### config.mk
export PLATFORM = sky130hd
export DESIGN_NAME = cpu6809_core
export DESIGN_NICKNAME = d
export VERILOG_FILES = /design/src/opcode_pkg.sv /design/src/cpu_pkg.sv /design/src/cpu6809_core.sv /design/src/reg_writeback.sv /design/src/alu_execute.sv /design/src/insn_decode.sv
export SDC_FILE = /design/constraint.sdc
export NUM_CORES = 1
export LEC_CHECK = 0
export ABC_AREA = 0
export BUFFER_PORTS_ARGS = -buffer_cell sky130_fd_sc_hd__buf_2
export CAP_MARGIN = 20
export CORE_MARGIN = 8
export CORE_UTILIZATION = 60
export DETAILED_ROUTE_END_ITERATION = 16
export PLACE_DENSITY = 0.82
export SLEW_MARGIN = 20
export SYNTH_ARGS = -nofsm -noshare
export SYNTH_HDL_FRONTEND = slang
export SYNTH_SLANG_ARGS = --single-unit
### constraint.sdc
create_clock -name clk -period 10.5 [get_ports clk]
set_clock_uncertainty 0.2 [all_clocks]
set_input_delay 1.575 -clock clk [delete_from_list [all_inputs] [get_ports clk]]
set_output_delay 1.575 -clock clk [all_outputs]
set_load 0.005 [all_outputs]
### src/opcode_pkg.sv
package opcode_pkg;

	// Inherent, A in 4x and B in 5x
	localparam logic [7:0] OP_NEGA = 8'h40, OP_NEGB = 8'h50;
	localparam logic [7:0] OP_COMA = 8'h43, OP_COMB = 8'h53;
	localparam logic [7:0] OP_LSRA = 8'h44, OP_LSRB = 8'h54;
	localparam logic [7:0] OP_RORA = 8'h46, OP_RORB = 8'h56;
	localparam logic [7:0] OP_ASRA = 8'h47, OP_ASRB = 8'h57;
	localparam logic [7:0] OP_ASLA = 8'h48, OP_ASLB = 8'h58;
	localparam logic [7:0] OP_ROLA = 8'h49, OP_ROLB = 8'h59;
	localparam logic [7:0] OP_DECA = 8'h4a, OP_DECB = 8'h5a;
	localparam logic [7:0] OP_INCA = 8'h4c, OP_INCB = 8'h5c;
	localparam logic [7:0] OP_TSTA = 8'h4d, OP_TSTB = 8'h5d;
	localparam logic [7:0] OP_CLRA = 8'h4f, OP_CLRB = 8'h5f;

	// Immediate, A in 8x and B in Cx
	localparam logic [7:0] OP_SUBA_IMM = 8'h80, OP_SUBB_IMM = 8'hc0;
	localparam logic [7:0] OP_CMPA_IMM = 8'h81, OP_CMPB_IMM = 8'hc1;
	localparam logic [7:0] OP_SBCA_IMM = 8'h82, OP_SBCB_IMM = 8'hc2;
	localparam logic [7:0] OP_ANDA_IMM = 8'h84, OP_ANDB_IMM = 8'hc4;
	localparam logic [7:0] OP_BITA_IMM = 8'h85, OP_BITB_IMM = 8'hc5;
	localparam logic [7:0] OP_LDA_IMM = 8'h86, OP_LDB_IMM = 8'hc6;
	localparam logic [7:0] OP_EORA_IMM = 8'h88, OP_EORB_IMM = 8'hc8;
	localparam logic [7:0] OP_ADCA_IMM = 8'h89, OP_ADCB_IMM = 8'hc9;
	localparam logic [7:0] OP_ORA_IMM = 8'h8a, OP_ORB_IMM = 8'hca;
	localparam logic [7:0] OP_ADDA_IMM = 8'h8b, OP_ADDB_IMM = 8'hcb;

	// Short branches, each pair is a condition and its inverse
	localparam logic [7:0] OP_BRA = 8'h20, OP_BRN = 8'h21;
	localparam logic [7:0] OP_BHI = 8'h22, OP_BLS = 8'h23;
	localparam logic [7:0] OP_BHS = 8'h24, OP_BLO = 8'h25;
	localparam logic [7:0] OP_BNE = 8'h26, OP_BEQ = 8'h27;
	localparam logic [7:0] OP_BVC = 8'h28, OP_BVS = 8'h29;
	localparam logic [7:0] OP_BPL = 8'h2a, OP_BMI = 8'h2b;
	localparam logic [7:0] OP_BGE = 8'h2c, OP_BLT = 8'h2d;
	localparam logic [7:0] OP_BGT = 8'h2e, OP_BLE = 8'h2f;

	localparam logic [7:0] OP_NOP = 8'h12;
	localparam logic [7:0] OP_ORCC = 8'h1a;
	localparam logic [7:0] OP_ANDCC = 8'h1c;

	// Order is relied on, ALU classes run from CL_NEG to CL_ADD
	typedef enum logic [4:0]
	{
		CL_NOP,
		CL_NEG, CL_COM, CL_LSR, CL_ROR, CL_ASR, CL_ASL, CL_ROL,
		CL_DEC, CL_INC, CL_TST, CL_CLR,
		CL_SUB, CL_CMP, CL_SBC, CL_AND, CL_BIT, CL_LD,
		CL_EOR, CL_ADC, CL_OR, CL_ADD,
		CL_ORCC, CL_ANDCC,
		CL_BRANCH
	} op_class_t;

	typedef logic [3:0] cond_t;

endpackage

### src/cpu_pkg.sv
package cpu_pkg;

	localparam int DATA_W = 8;
	localparam int ADDR_W = 16;

	localparam logic [ADDR_W-1:0] RESET_PC = '0;

	// Mask bits inside the CC byte
	localparam int FLAG_F = 6;
	localparam int FLAG_I = 4;

	localparam logic [7:0] RESET_CC = 8'((1 << FLAG_F) | (1 << FLAG_I));	// Interrupts masked

	typedef union packed
	{
		logic [7:0] raw;
		struct packed
		{
			logic e;
			logic f;
			logic h;
			logic i;
			logic n;
			logic z;
			logic v;
			logic c;
		} flags;
	} cc_t;

endpackage
### src/cpu6809_core.sv
module cpu6809_core (
	input  logic                        clk,
	input  logic                        rst,
	input  logic                        insn_valid_i,
	input  logic [cpu_pkg::DATA_W-1:0]  opcode_i,
	input  logic [cpu_pkg::DATA_W-1:0]  operand_i,
	output logic [cpu_pkg::DATA_W-1:0]  acca_o,
	output logic [cpu_pkg::DATA_W-1:0]  accb_o,
	output logic [7:0]                  cc_o,
	output logic [cpu_pkg::ADDR_W-1:0]  pc_o,
	output logic                        done_o
);
	import cpu_pkg::*;
	import opcode_pkg::*;

	logic dec_valid;
	op_class_t dec_class;
	logic dec_acc_b;
	logic [DATA_W-1:0] dec_operand;
	cond_t dec_cond;
	logic [1:0] dec_len;

	logic ex_valid;
	logic ex_wr_acc;
	logic ex_acc_b;
	logic [DATA_W-1:0] ex_value;
	cc_t ex_cc;
	logic [ADDR_W-1:0] ex_pc;

	cc_t cc_q;	// Committed CC, fed back to execute

	assign cc_o = cc_q.raw;

	insn_decode u_decode (
		.clk(clk), .rst(rst),
		.insn_valid_i(insn_valid_i), .opcode_i(opcode_i), .operand_i(operand_i),
		.valid_o(dec_valid), .class_o(dec_class), .acc_b_o(dec_acc_b),
		.operand_o(dec_operand), .cond_o(dec_cond), .len_o(dec_len)
	);

	alu_execute u_execute (
		.valid_i(dec_valid), .class_i(dec_class), .acc_b_i(dec_acc_b),
		.operand_i(dec_operand), .cond_i(dec_cond), .len_i(dec_len),
		.acca_i(acca_o), .accb_i(accb_o), .cc_i(cc_q), .pc_i(pc_o),
		.valid_o(ex_valid), .wr_acc_o(ex_wr_acc), .acc_b_o(ex_acc_b),
		.value_o(ex_value), .cc_o(ex_cc), .pc_o(ex_pc)
	);

	reg_writeback u_writeback (
		.clk(clk), .rst(rst),
		.valid_i(ex_valid), .wr_acc_i(ex_wr_acc), .acc_b_i(ex_acc_b),
		.value_i(ex_value), .cc_i(ex_cc), .pc_i(ex_pc),
		.acca_o(acca_o), .accb_o(accb_o), .cc_o(cc_q), .pc_o(pc_o),
		.done_o(done_o)
	);

endmodule

### src/reg_writeback.sv
module reg_writeback (
	input  logic                        clk,
	input  logic                        rst,
	input  logic                        valid_i,
	input  logic                        wr_acc_i,
	input  logic                        acc_b_i,
	input  logic [cpu_pkg::DATA_W-1:0]  value_i,
	input  cpu_pkg::cc_t                cc_i,
	input  logic [cpu_pkg::ADDR_W-1:0]  pc_i,
	output logic [cpu_pkg::DATA_W-1:0]  acca_o,
	output logic [cpu_pkg::DATA_W-1:0]  accb_o,
	output cpu_pkg::cc_t                cc_o,
	output logic [cpu_pkg::ADDR_W-1:0]  pc_o,
	output logic                        done_o
);
	import cpu_pkg::*;

	always_ff @(posedge clk)
	begin
		if (rst)
		begin
			acca_o <= '0;
			accb_o <= '0;
			cc_o.raw <= RESET_CC;
			pc_o <= RESET_PC;
			done_o <= 1'b0;
		end
		else
		begin
			done_o <= valid_i;	// One pulse per retired instruction
			if (valid_i)
			begin
				cc_o <= cc_i;
				pc_o <= pc_i;
				if (wr_acc_i && !acc_b_i)
					acca_o <= value_i;
				if (wr_acc_i && acc_b_i)
					accb_o <= value_i;
			end
		end
	end

endmodule

### src/alu_execute.sv
module alu_execute (
	input  logic                        valid_i,
	input  opcode_pkg::op_class_t       class_i,
	input  logic                        acc_b_i,
	input  logic [cpu_pkg::DATA_W-1:0]  operand_i,
	input  opcode_pkg::cond_t           cond_i,
	input  logic [1:0]                  len_i,
	input  logic [cpu_pkg::DATA_W-1:0]  acca_i,
	input  logic [cpu_pkg::DATA_W-1:0]  accb_i,
	input  cpu_pkg::cc_t                cc_i,
	input  logic [cpu_pkg::ADDR_W-1:0]  pc_i,
	output logic                        valid_o,
	output logic                        wr_acc_o,
	output logic                        acc_b_o,
	output logic [cpu_pkg::DATA_W-1:0]  value_o,
	output cpu_pkg::cc_t                cc_o,
	output logic [cpu_pkg::ADDR_W-1:0]  pc_o
);
	import cpu_pkg::*;
	import opcode_pkg::*;

	logic [DATA_W-1:0] a;
	logic [DATA_W-1:0] lhs;
	logic [DATA_W-1:0] rhs;
	logic borrow_in;
	logic carry_in;
	logic [DATA_W:0] diff;
	logic [DATA_W:0] sum;
	logic [DATA_W:0] res;
	logic [ADDR_W-1:0] offset;
	logic base_cond;
	logic taken;
	cc_t cc_n;

	assign a = acc_b_i ? accb_i : acca_i;

	// NEG runs through the subtractor as 0 - a
	assign lhs = (class_i == CL_NEG) ? '0 : a;
	assign rhs = (class_i == CL_NEG) ? a : operand_i;
	assign borrow_in = (class_i == CL_SBC) & cc_i.flags.c;
	assign carry_in = (class_i == CL_ADC) & cc_i.flags.c;
	assign diff = {1'b0, lhs} - {1'b0, rhs} - (DATA_W+1)'(borrow_in);
	assign sum = {1'b0, a} + {1'b0, operand_i} + (DATA_W+1)'(carry_in);

	always_comb
	begin
		case (class_i)
			CL_NEG, CL_SUB, CL_CMP, CL_SBC:	res = diff;
			CL_ADD, CL_ADC:	res = sum;
			CL_COM:	res = {1'b1, ~a};	// C always set
			CL_LSR:	res = {a[0], 1'b0, a[7:1]};
			CL_ROR:	res = {a[0], cc_i.flags.c, a[7:1]};
			CL_ASR:	res = {a[0], a[7], a[7:1]};
			CL_ASL:	res = {a, 1'b0};
			CL_ROL:	res = {a, cc_i.flags.c};
			CL_DEC:	res = {1'b0, a - 8'd1};
			CL_INC:	res = {1'b0, a + 8'd1};
			CL_AND, CL_BIT:	res = {1'b0, a & operand_i};
			CL_LD:	res = {1'b0, operand_i};
			CL_EOR:	res = {1'b0, a ^ operand_i};
			CL_OR:	res = {1'b0, a | operand_i};
			CL_CLR:	res = '0;
			default:	res = {1'b0, a};	// TST and the non-ALU classes
		endcase
	end

	always_comb
	begin
		cc_n = cc_i;
		if (class_i inside {[CL_NEG:CL_ADD]})
		begin
			cc_n.flags.n = res[7];
			cc_n.flags.z = (res[7:0] == '0);
		end
		case (class_i)
			CL_NEG, CL_SUB, CL_CMP, CL_SBC:
			begin
				cc_n.flags.v = (lhs[7] ^ rhs[7]) & (lhs[7] ^ res[7]);
				cc_n.flags.c = res[8];	// Borrow
			end
			CL_ADD, CL_ADC:
			begin
				cc_n.flags.h = a[4] ^ operand_i[4] ^ res[4];	// Carry into bit 4
				cc_n.flags.v = ~(a[7] ^ operand_i[7]) & (a[7] ^ res[7]);
				cc_n.flags.c = res[8];
			end
			CL_COM, CL_CLR:
			begin
				cc_n.flags.v = 1'b0;
				cc_n.flags.c = res[8];
			end
			CL_LSR, CL_ROR, CL_ASR:	cc_n.flags.c = res[8];
			CL_ASL, CL_ROL:
			begin
				cc_n.flags.v = res[7] ^ res[8];
				cc_n.flags.c = res[8];
			end
			CL_DEC:	cc_n.flags.v = (a == 8'h80);
			CL_INC:	cc_n.flags.v = (a == 8'h7f);
			CL_TST, CL_AND, CL_BIT, CL_LD, CL_EOR, CL_OR:	cc_n.flags.v = 1'b0;
			CL_ORCC:	cc_n.raw = cc_i.raw | operand_i;
			CL_ANDCC:	cc_n.raw = cc_i.raw & operand_i;
			default:	;
		endcase
	end

	// Odd condition codes invert their even partner
	always_comb
	begin
		case (cond_i[3:1])
			3'd0:	base_cond = 1'b1;	// BRA
			3'd1:	base_cond = ~(cc_i.flags.c | cc_i.flags.z);	// BHI
			3'd2:	base_cond = ~cc_i.flags.c;	// BHS
			3'd3:	base_cond = ~cc_i.flags.z;	// BNE
			3'd4:	base_cond = ~cc_i.flags.v;	// BVC
			3'd5:	base_cond = ~cc_i.flags.n;	// BPL
			3'd6:	base_cond = ~(cc_i.flags.n ^ cc_i.flags.v);	// BGE
			default:	base_cond = ~((cc_i.flags.n ^ cc_i.flags.v) | cc_i.flags.z);	// BGT
		endcase
	end

	assign taken = (class_i == CL_BRANCH) & (base_cond ^ cond_i[0]);
	assign offset = {{(ADDR_W-DATA_W){operand_i[7]}}, operand_i};

	assign valid_o = valid_i;
	assign wr_acc_o = (class_i inside {[CL_NEG:CL_ADD]}) &&
		!(class_i inside {CL_TST, CL_CMP, CL_BIT});
	assign acc_b_o = acc_b_i;
	assign value_o = res[DATA_W-1:0];
	assign cc_o = cc_n;
	assign pc_o = pc_i + ADDR_W'(len_i) + (taken ? offset : '0);	// Branches have len 2

endmodule

### src/insn_decode.sv
module insn_decode (
	input  logic                        clk,
	input  logic                        rst,
	input  logic                        insn_valid_i,
	input  logic [cpu_pkg::DATA_W-1:0]  opcode_i,
	input  logic [cpu_pkg::DATA_W-1:0]  operand_i,
	output logic                        valid_o,
	output opcode_pkg::op_class_t       class_o,
	output logic                        acc_b_o,
	output logic [cpu_pkg::DATA_W-1:0]  operand_o,
	output opcode_pkg::cond_t           cond_o,
	output logic [1:0]                  len_o
);
	import opcode_pkg::*;

	op_class_t cls;

	always_comb
	begin
		case (opcode_i)
			OP_NEGA, OP_NEGB:	cls = CL_NEG;
			OP_COMA, OP_COMB:	cls = CL_COM;
			OP_LSRA, OP_LSRB:	cls = CL_LSR;
			OP_RORA, OP_RORB:	cls = CL_ROR;
			OP_ASRA, OP_ASRB:	cls = CL_ASR;
			OP_ASLA, OP_ASLB:	cls = CL_ASL;
			OP_ROLA, OP_ROLB:	cls = CL_ROL;
			OP_DECA, OP_DECB:	cls = CL_DEC;
			OP_INCA, OP_INCB:	cls = CL_INC;
			OP_TSTA, OP_TSTB:	cls = CL_TST;
			OP_CLRA, OP_CLRB:	cls = CL_CLR;
			OP_SUBA_IMM, OP_SUBB_IMM:	cls = CL_SUB;
			OP_CMPA_IMM, OP_CMPB_IMM:	cls = CL_CMP;
			OP_SBCA_IMM, OP_SBCB_IMM:	cls = CL_SBC;
			OP_ANDA_IMM, OP_ANDB_IMM:	cls = CL_AND;
			OP_BITA_IMM, OP_BITB_IMM:	cls = CL_BIT;
			OP_LDA_IMM, OP_LDB_IMM:	cls = CL_LD;
			OP_EORA_IMM, OP_EORB_IMM:	cls = CL_EOR;
			OP_ADCA_IMM, OP_ADCB_IMM:	cls = CL_ADC;
			OP_ORA_IMM, OP_ORB_IMM:	cls = CL_OR;
			OP_ADDA_IMM, OP_ADDB_IMM:	cls = CL_ADD;
			OP_ORCC:	cls = CL_ORCC;
			OP_ANDCC:	cls = CL_ANDCC;
			OP_BRA, OP_BRN, OP_BHI, OP_BLS, OP_BHS, OP_BLO, OP_BNE, OP_BEQ,
			OP_BVC, OP_BVS, OP_BPL, OP_BMI, OP_BGE, OP_BLT, OP_BGT, OP_BLE:
				cls = CL_BRANCH;
			OP_NOP:	cls = CL_NOP;
			default:	cls = CL_NOP;	// Unused opcodes retire as NOP
		endcase
	end

	always_ff @(posedge clk)
	begin
		if (rst)
			valid_o <= 1'b0;
		else
			valid_o <= insn_valid_i;
	end

	always_ff @(posedge clk)
	begin
		if (insn_valid_i)
		begin
			class_o <= cls;
			// B lives in 5x for inherent and Cx for immediate
			acc_b_o <= opcode_i[7] ? opcode_i[6] : opcode_i[4];
			operand_o <= operand_i;
			cond_o <= opcode_i[3:0];
			len_o <= (cls inside {[CL_SUB:CL_BRANCH]}) ? 2'd2 : 2'd1;
		end
	end

endmodule

* Yosys cells after proc, flatten, opt, wreduce, memory -nomap -nowiden
Memory sizes are Yosys's and may differ from the RTL's. Index checks and enable logic that the tools add are counted.
Word-level totals: input port bits 19, memories kept 1, bits in read-only memories 1280, memory bits (writable) 0, bits in registers 62, output and inout port bits 41, latch bits 0
Memories:
- (name not given) | depth 256, bits a word 5, rd ports 1, clocked after memory_dff 0, wr ports 0, RTL line insn_decode.sv:20 | case (opcode_i)
Operators by class: multiplexer cells 14, equality and inequality tests 32, order comparisons 4, bitwise operators 30, add/subtract/negate cells 8, $mul 0, divide/modulo/power cells 0, reductions and logical operators 28, shift-type cells 0
Operators by type and width (number):
- one-hot mux 9 bit (15 select lines) | 1
- equality test 5 bit (second input constant) | 9
- equality test 5 x 4 -> 1 bit (second input constant) | 8
- two-way mux 8 bit | 3
- equality test 5 x 3 -> 1 bit (second input constant) | 4
- adder 16 bit | 1
- adder 16 x 2 -> 16 bit | 1
- bitwise AND 8 bit | 2
- two-way mux 16 bit | 1
- OR 8 bit | 2
- AND reduction 2 bit | 7
- OR reduction 13 bit | 1
- nonzero test 3 bit | 4
- equality test 5 x 2 -> 1 bit (second input constant) | 2
- <= comparator 5 bit (second input constant) | 2
- adder 8 x 8 -> 9 bit | 1
- adder 9 x 1 -> 9 bit | 1
- equality test 3 bit (second input constant) | 3
- subtractor 8 x 8 -> 9 bit | 1
- subtractor 9 x 1 -> 9 bit | 1
- bitwise XOR 1 bit | 9
- adder 8 x 1 -> 8 bit (second input constant) | 1
- equality test 8 x 7 -> 1 bit (second input constant) | 1
- equality test 8 bit (second input constant) | 1
- 27 further kinds | 49

* Longest topological paths before layout
depth after elaboration 8, gate-level depth with buffers 19

* Cells and area by module
From an unflattened synthesis, not the netlist that was laid out.
Second synthesis, totals: cells, all modules 733, area, all modules 6339.8 µm²
By module, submodules not included:
- alu_execute | seq. area each 0.0 µm², cells an instance 507, area an instance 3647.2 µm², instances 1
- reg_writeback | seq. area each 820.8 µm², cells an instance 144, area an instance 1604.0 µm², instances 1
- insn_decode | seq. area each 620.6 µm², cells an instance 82, area an instance 1088.5 µm², instances 1

* Least setup slack after synthesis
No wires, ideal clock.
path kind register to register, start point reg u_decode.class_o[4], end point reg u_writeback.pc_o[15] in the netlist's numbering, path buffers 1, path slack 6133 ps, stages on the path, launching flop included 19, clock period less this slack 4367 ps, setup time 121 ps, data required time 10179 ps, arrival 4046 ps, cell sequence edfxtp_1 -> buf_2 -> or3b_2 -> nor3_1 -> nand3_1 -> inv_1 -> nand2_1 -> fa_1 -> inv_1 -> ha_1 -> fa_1 -> a211oi_1 -> nor2_1 -> o211ai_1 -> nand3_1 -> a41oi_1 -> xnor2_1 -> nand2_1 -> mux2_2
Between the ends: longest elaborated chain between the ends 4
RTL lines:
- start, declared | RTL line insn_decode.sv:8 | output opcode_pkg::op_class_t class_o,
- start signal, assigned | RTL line insn_decode.sv:64 | class_o <= cls;
- equality test 5 bit | RTL line alu_execute.sv:122 | assign taken = (class_i == CL_BRANCH) & (base_cond ^ cond_i[0]);
- bitwise AND 1 bit | RTL line alu_execute.sv:122
- two-way mux 16 bit | RTL line alu_execute.sv:131 | assign pc_o = pc_i + ADDR_W'(len_i) + (taken ? offset : '0);
- adder 16 bit | RTL line alu_execute.sv:131
- end signal, assigned | RTL line reg_writeback.sv:34 | pc_o <= pc_i;
- end, declared | RTL line reg_writeback.sv:13 | output logic [cpu_pkg::ADDR_W-1:0] pc_o,
No other way between the ends. A chain may end at the register's enable or synchronous reset.

* Worst setup path after layout
Ends and elaborated chain as after synthesis.

==> flow_summary_export.csv <==
group,metric,value,unit
floorplanning,die_h,117.7,µm
setup_path,rr_worst_depth,17,
pwr,irDropWorstVdd,0.1114,mV
setup_path,critPathCaptureType,"register",
route,drt_wl_total,18720,µm
global_route,grt_pass1_wl,29930,µm
route,drtAntennaViolNets,0,
setup_path,path_class,"register to register",
pwr,p_leak,3.074,nW
logic_synthesis,async_flop_share,0,%
logic_synthesis,synth_ff_type,"dfxtp_1",
global_route,antenna_found_initial,0,
setup_path,required,10550,ps
flow_run,max_cap_violations,0,
logic_synthesis,synth_edf_count,20,
layout,multiInputGateArea,0.004400,mm²
pwr,p_per_area,105.7,mW/mm²
sta,period_needed,4996,ps
clock_tree,cts_buffers,9,
placement,hpwlAfterDp,14290,µm
route,vias_per_cell,6.385,
route,drt_iter0_drc,791,
sta,fmax,200.2,MHz
clock_tree,cts_hold_buf,0,
setup_path,reg2reg_from,"u_decode.class_o[4]$_DFFE_PP_",
clock_tree,cts_tree,"done",
hold_path,min_path_cells,2,
layout,drive_gt1_share,13.66,%
sta,tightest_slew,1151,ps
hold_path,min_from,"u_writeback.acca_o[7]$_SDFFE_PP0P_",
logic_synthesis,ys_warn_count,0,
sta,slew-limit-headroom,23.00,%
sta,slew_viol_final,0,
clock_tree,path_clk_slew,60,ps
logic_synthesis,synthCells,760,
floorplanning,row_count,37,
global_route,grt_overflow,0,
floorplanning,pin_count,60,
logic_synthesis,ys_seq_area_share,23.22,%
logic_synthesis,yosysUniqueCellTypes,79,
clock_tree,cts_setup_buffers,0,
clock_tree,h-tree-depth,3,
sta,hold_viol_final,0,
layout,fill_cells,850,
global_route,grt_max_degree,47,
layout,final_nets,896,
layout,seq_area,0.001441,mm²
floorplanning,dieArea,0.01386,mm²
route,wire_per_inst,19.89,µm
global_route,first_global_vias,5808,
placement,port_buffers,59,
sta,finalSetupViolCount,0,
clock_tree,ctsLongestPathBuffers,2,
setup_path,startpoint,"u_decode.class_o[4]$_DFFE_PP_",
sta,post-route-period-util,47.58,%
placement,finalWeightedCongestion,0.9486,
logic_synthesis,synth_seq_cells,62,
logic_synthesis,synth_nets,856,
clock_tree,cts_sinks,62,
logic_synthesis,synth_area,0.006208,mm²
floorplanning,coreArea,0.01018,mm²
run_status,status,"finished, final reports clean",
route,drtPass1Iterations,7,
setup_path,start_kind,"register",
clock_tree,cts_root_buf,"clkbuf_8",
layout,final_core_util,66.23,%
global_route,grt_util_all_layers,26.46,%
hold_path,hold_path.class,"register to register",
setup_path,crit_fanout,22,
sta,rsz0062_at_grt,"no",
floorplanning,dieWidth,117.7,µm
layout,areaGrowthSynthToFinish,8.646,%
route,drc_errors,0,
setup_path,arrival,5040,ps
route,vias,6008,
sta,setup_tns,0,ps
logic_synthesis,avgSynthCellArea,8.169,µm²
floorplanning,start_util,60.96,%
layout,diodes,0,
clock_tree,clk_latency,360,ps
clock_tree,cts_resized,0,
cells in the mapped netlist, types with 11 or more instances:
cell type	number	area (µm²)
o21ai_0	38	190.2
or2_2	11	68.82
ha_1	69	863.3
clkbuf_1	20	75.07
a211oi_1	13	97.59
xnor2_1	17	148.9
edfxtp_1	20	600.6
a21oi_1	49	245.2
nand3_1	23	115.1
nor2b_1	14	87.58
inv_1	53	198.9
nor2_1	81	304.0
dfxtp_1	42	840.8
nand2b_1	11	68.82
nor3_1	16	80.08
a31oi_1	12	75.07
nand2_1	55	206.5
mux2i_1	32	320.3
worst max-delay path: stages, from the launching register on:
cell	delay, ps
edfxtp_1	780
or3b_2	530
nor3_1	190
nand3_1	220
inv_1	130
nand2_1	70
fa_1	500
inv_1	40
ha_1	230
fa_1	440
a211oi_1	240
nor2_1	130
o211ai_1	230
nand3_1	150
a41oi_1	280
xnor2_1	100
nand2_1	80
mux2_2	330
where the power goes:
group / total (mW) / internal (mW) / switching, mW
clock: 0.210 / 0.113 / 0.0967
combinational: 0.222 / 0.0869 / 0.135
sequential: 0.281 / 0.260 / 0.0213
flip-flops by register name (all words and copies together) (netlist names):
signal / flops
u_decode.acc_b_o: 1
u_decode.class_o: 5
u_decode.cond_o: 4
u_decode.len_o: 2
u_decode.operand_o: 8
u_decode.valid_o: 1
u_writeback.acca_o: 8
u_writeback.accb_o: 8
u_writeback.cc_o: 8
u_writeback.done_o: 1
u_writeback.pc_o: 16
cells in the final DEF (no fill, tap or decap), types with 5 or more instances in the layout:
cell type / count
nor2_1: 81
ha_1: 69
buf_2: 59
nand2_1: 55
inv_1: 53
a21oi_1: 49
dfxtp_1: 42
o21ai_0: 38
mux2i_1: 32
nand3_1: 23
edfxtp_1: 20
xnor2_1: 17
nor3_1: 16
nor2b_1: 14
a211oi_1: 13
a31oi_1: 12
nand2b_1: 11
or2_2: 11
clkbuf_8: 11
a22oi_1: 9
and2_1: 8
o31ai_1: 8
and3_1: 8
a21o_1: 8
xor2_1: 8
fa_1: 8
o22ai_1: 6
o211ai_1: 6
a32oi_1: 6
nand3b_1: 5
or3_1: 5
o21a_1: 5
o221ai_1: 5
path summary, 6_finish.rpt:
path	slack, ps	to
max	5500	u_writeback.pc_o[15]$_SDFFE_PP0P_
min	310	u_writeback.acca_o[7]$_SDFFE_PP0P_
max reg2reg	5500	u_writeback.pc_o[15]$_SDFFE_PP0P_
min reg2reg	310	u_writeback.acca_o[7]$_SDFFE_PP0P_
metal layers:
metal,GRT usage (%),vias to the layer above,part of all wire [%]
met3,5.516,63,8.9
met1,31.90,2791,40
met4,14.01,0,4.3
met2,43.48,291,47
met5,0,-,0
li1,-,2863,-
cell type report:
class                           instances  area share [%]
Clock inverter                          2          0.2040
Tap cell                              136           2.523
Sequential cell                        62           21.37
Inverter                               56           3.116
Timing Repair Buffer                   63           4.823
Multi-Input combinational cell        608           65.24
Clock buffer                           14           2.727
per-stage QoR:
step	hold slack, ps	worst slack, ps	power (mW)	std cells	instance area (µm²)
floorplan	280.1	6133	0.4401	760	6208
finish	310.3	5504	0.7131	941	6745
global route	323.1	5116	0.7485	941	6745
CTS	308.0	5504	0.7105	941	6745
global placement	278.7	5708	0.4975	925	6548
detailed placement	291.6	5546	0.5012	925	6548
logic make-up after synthesis:
kind of cell / Yosys count / share of synthesized area, %
AND/OR/NAND/NOR: 259 / 20.74
AO/OA/AOI/OAI: 207 / 22.79
buffers and inverters: 90 / 5.905
adder cells (fa/ha/maj): 77 / 16.49
flip-flops: 62 / 23.22
multiplexers: 40 / 7.336
XOR/XNOR: 25 / 3.527
Power figures use the tool's default switching activity.
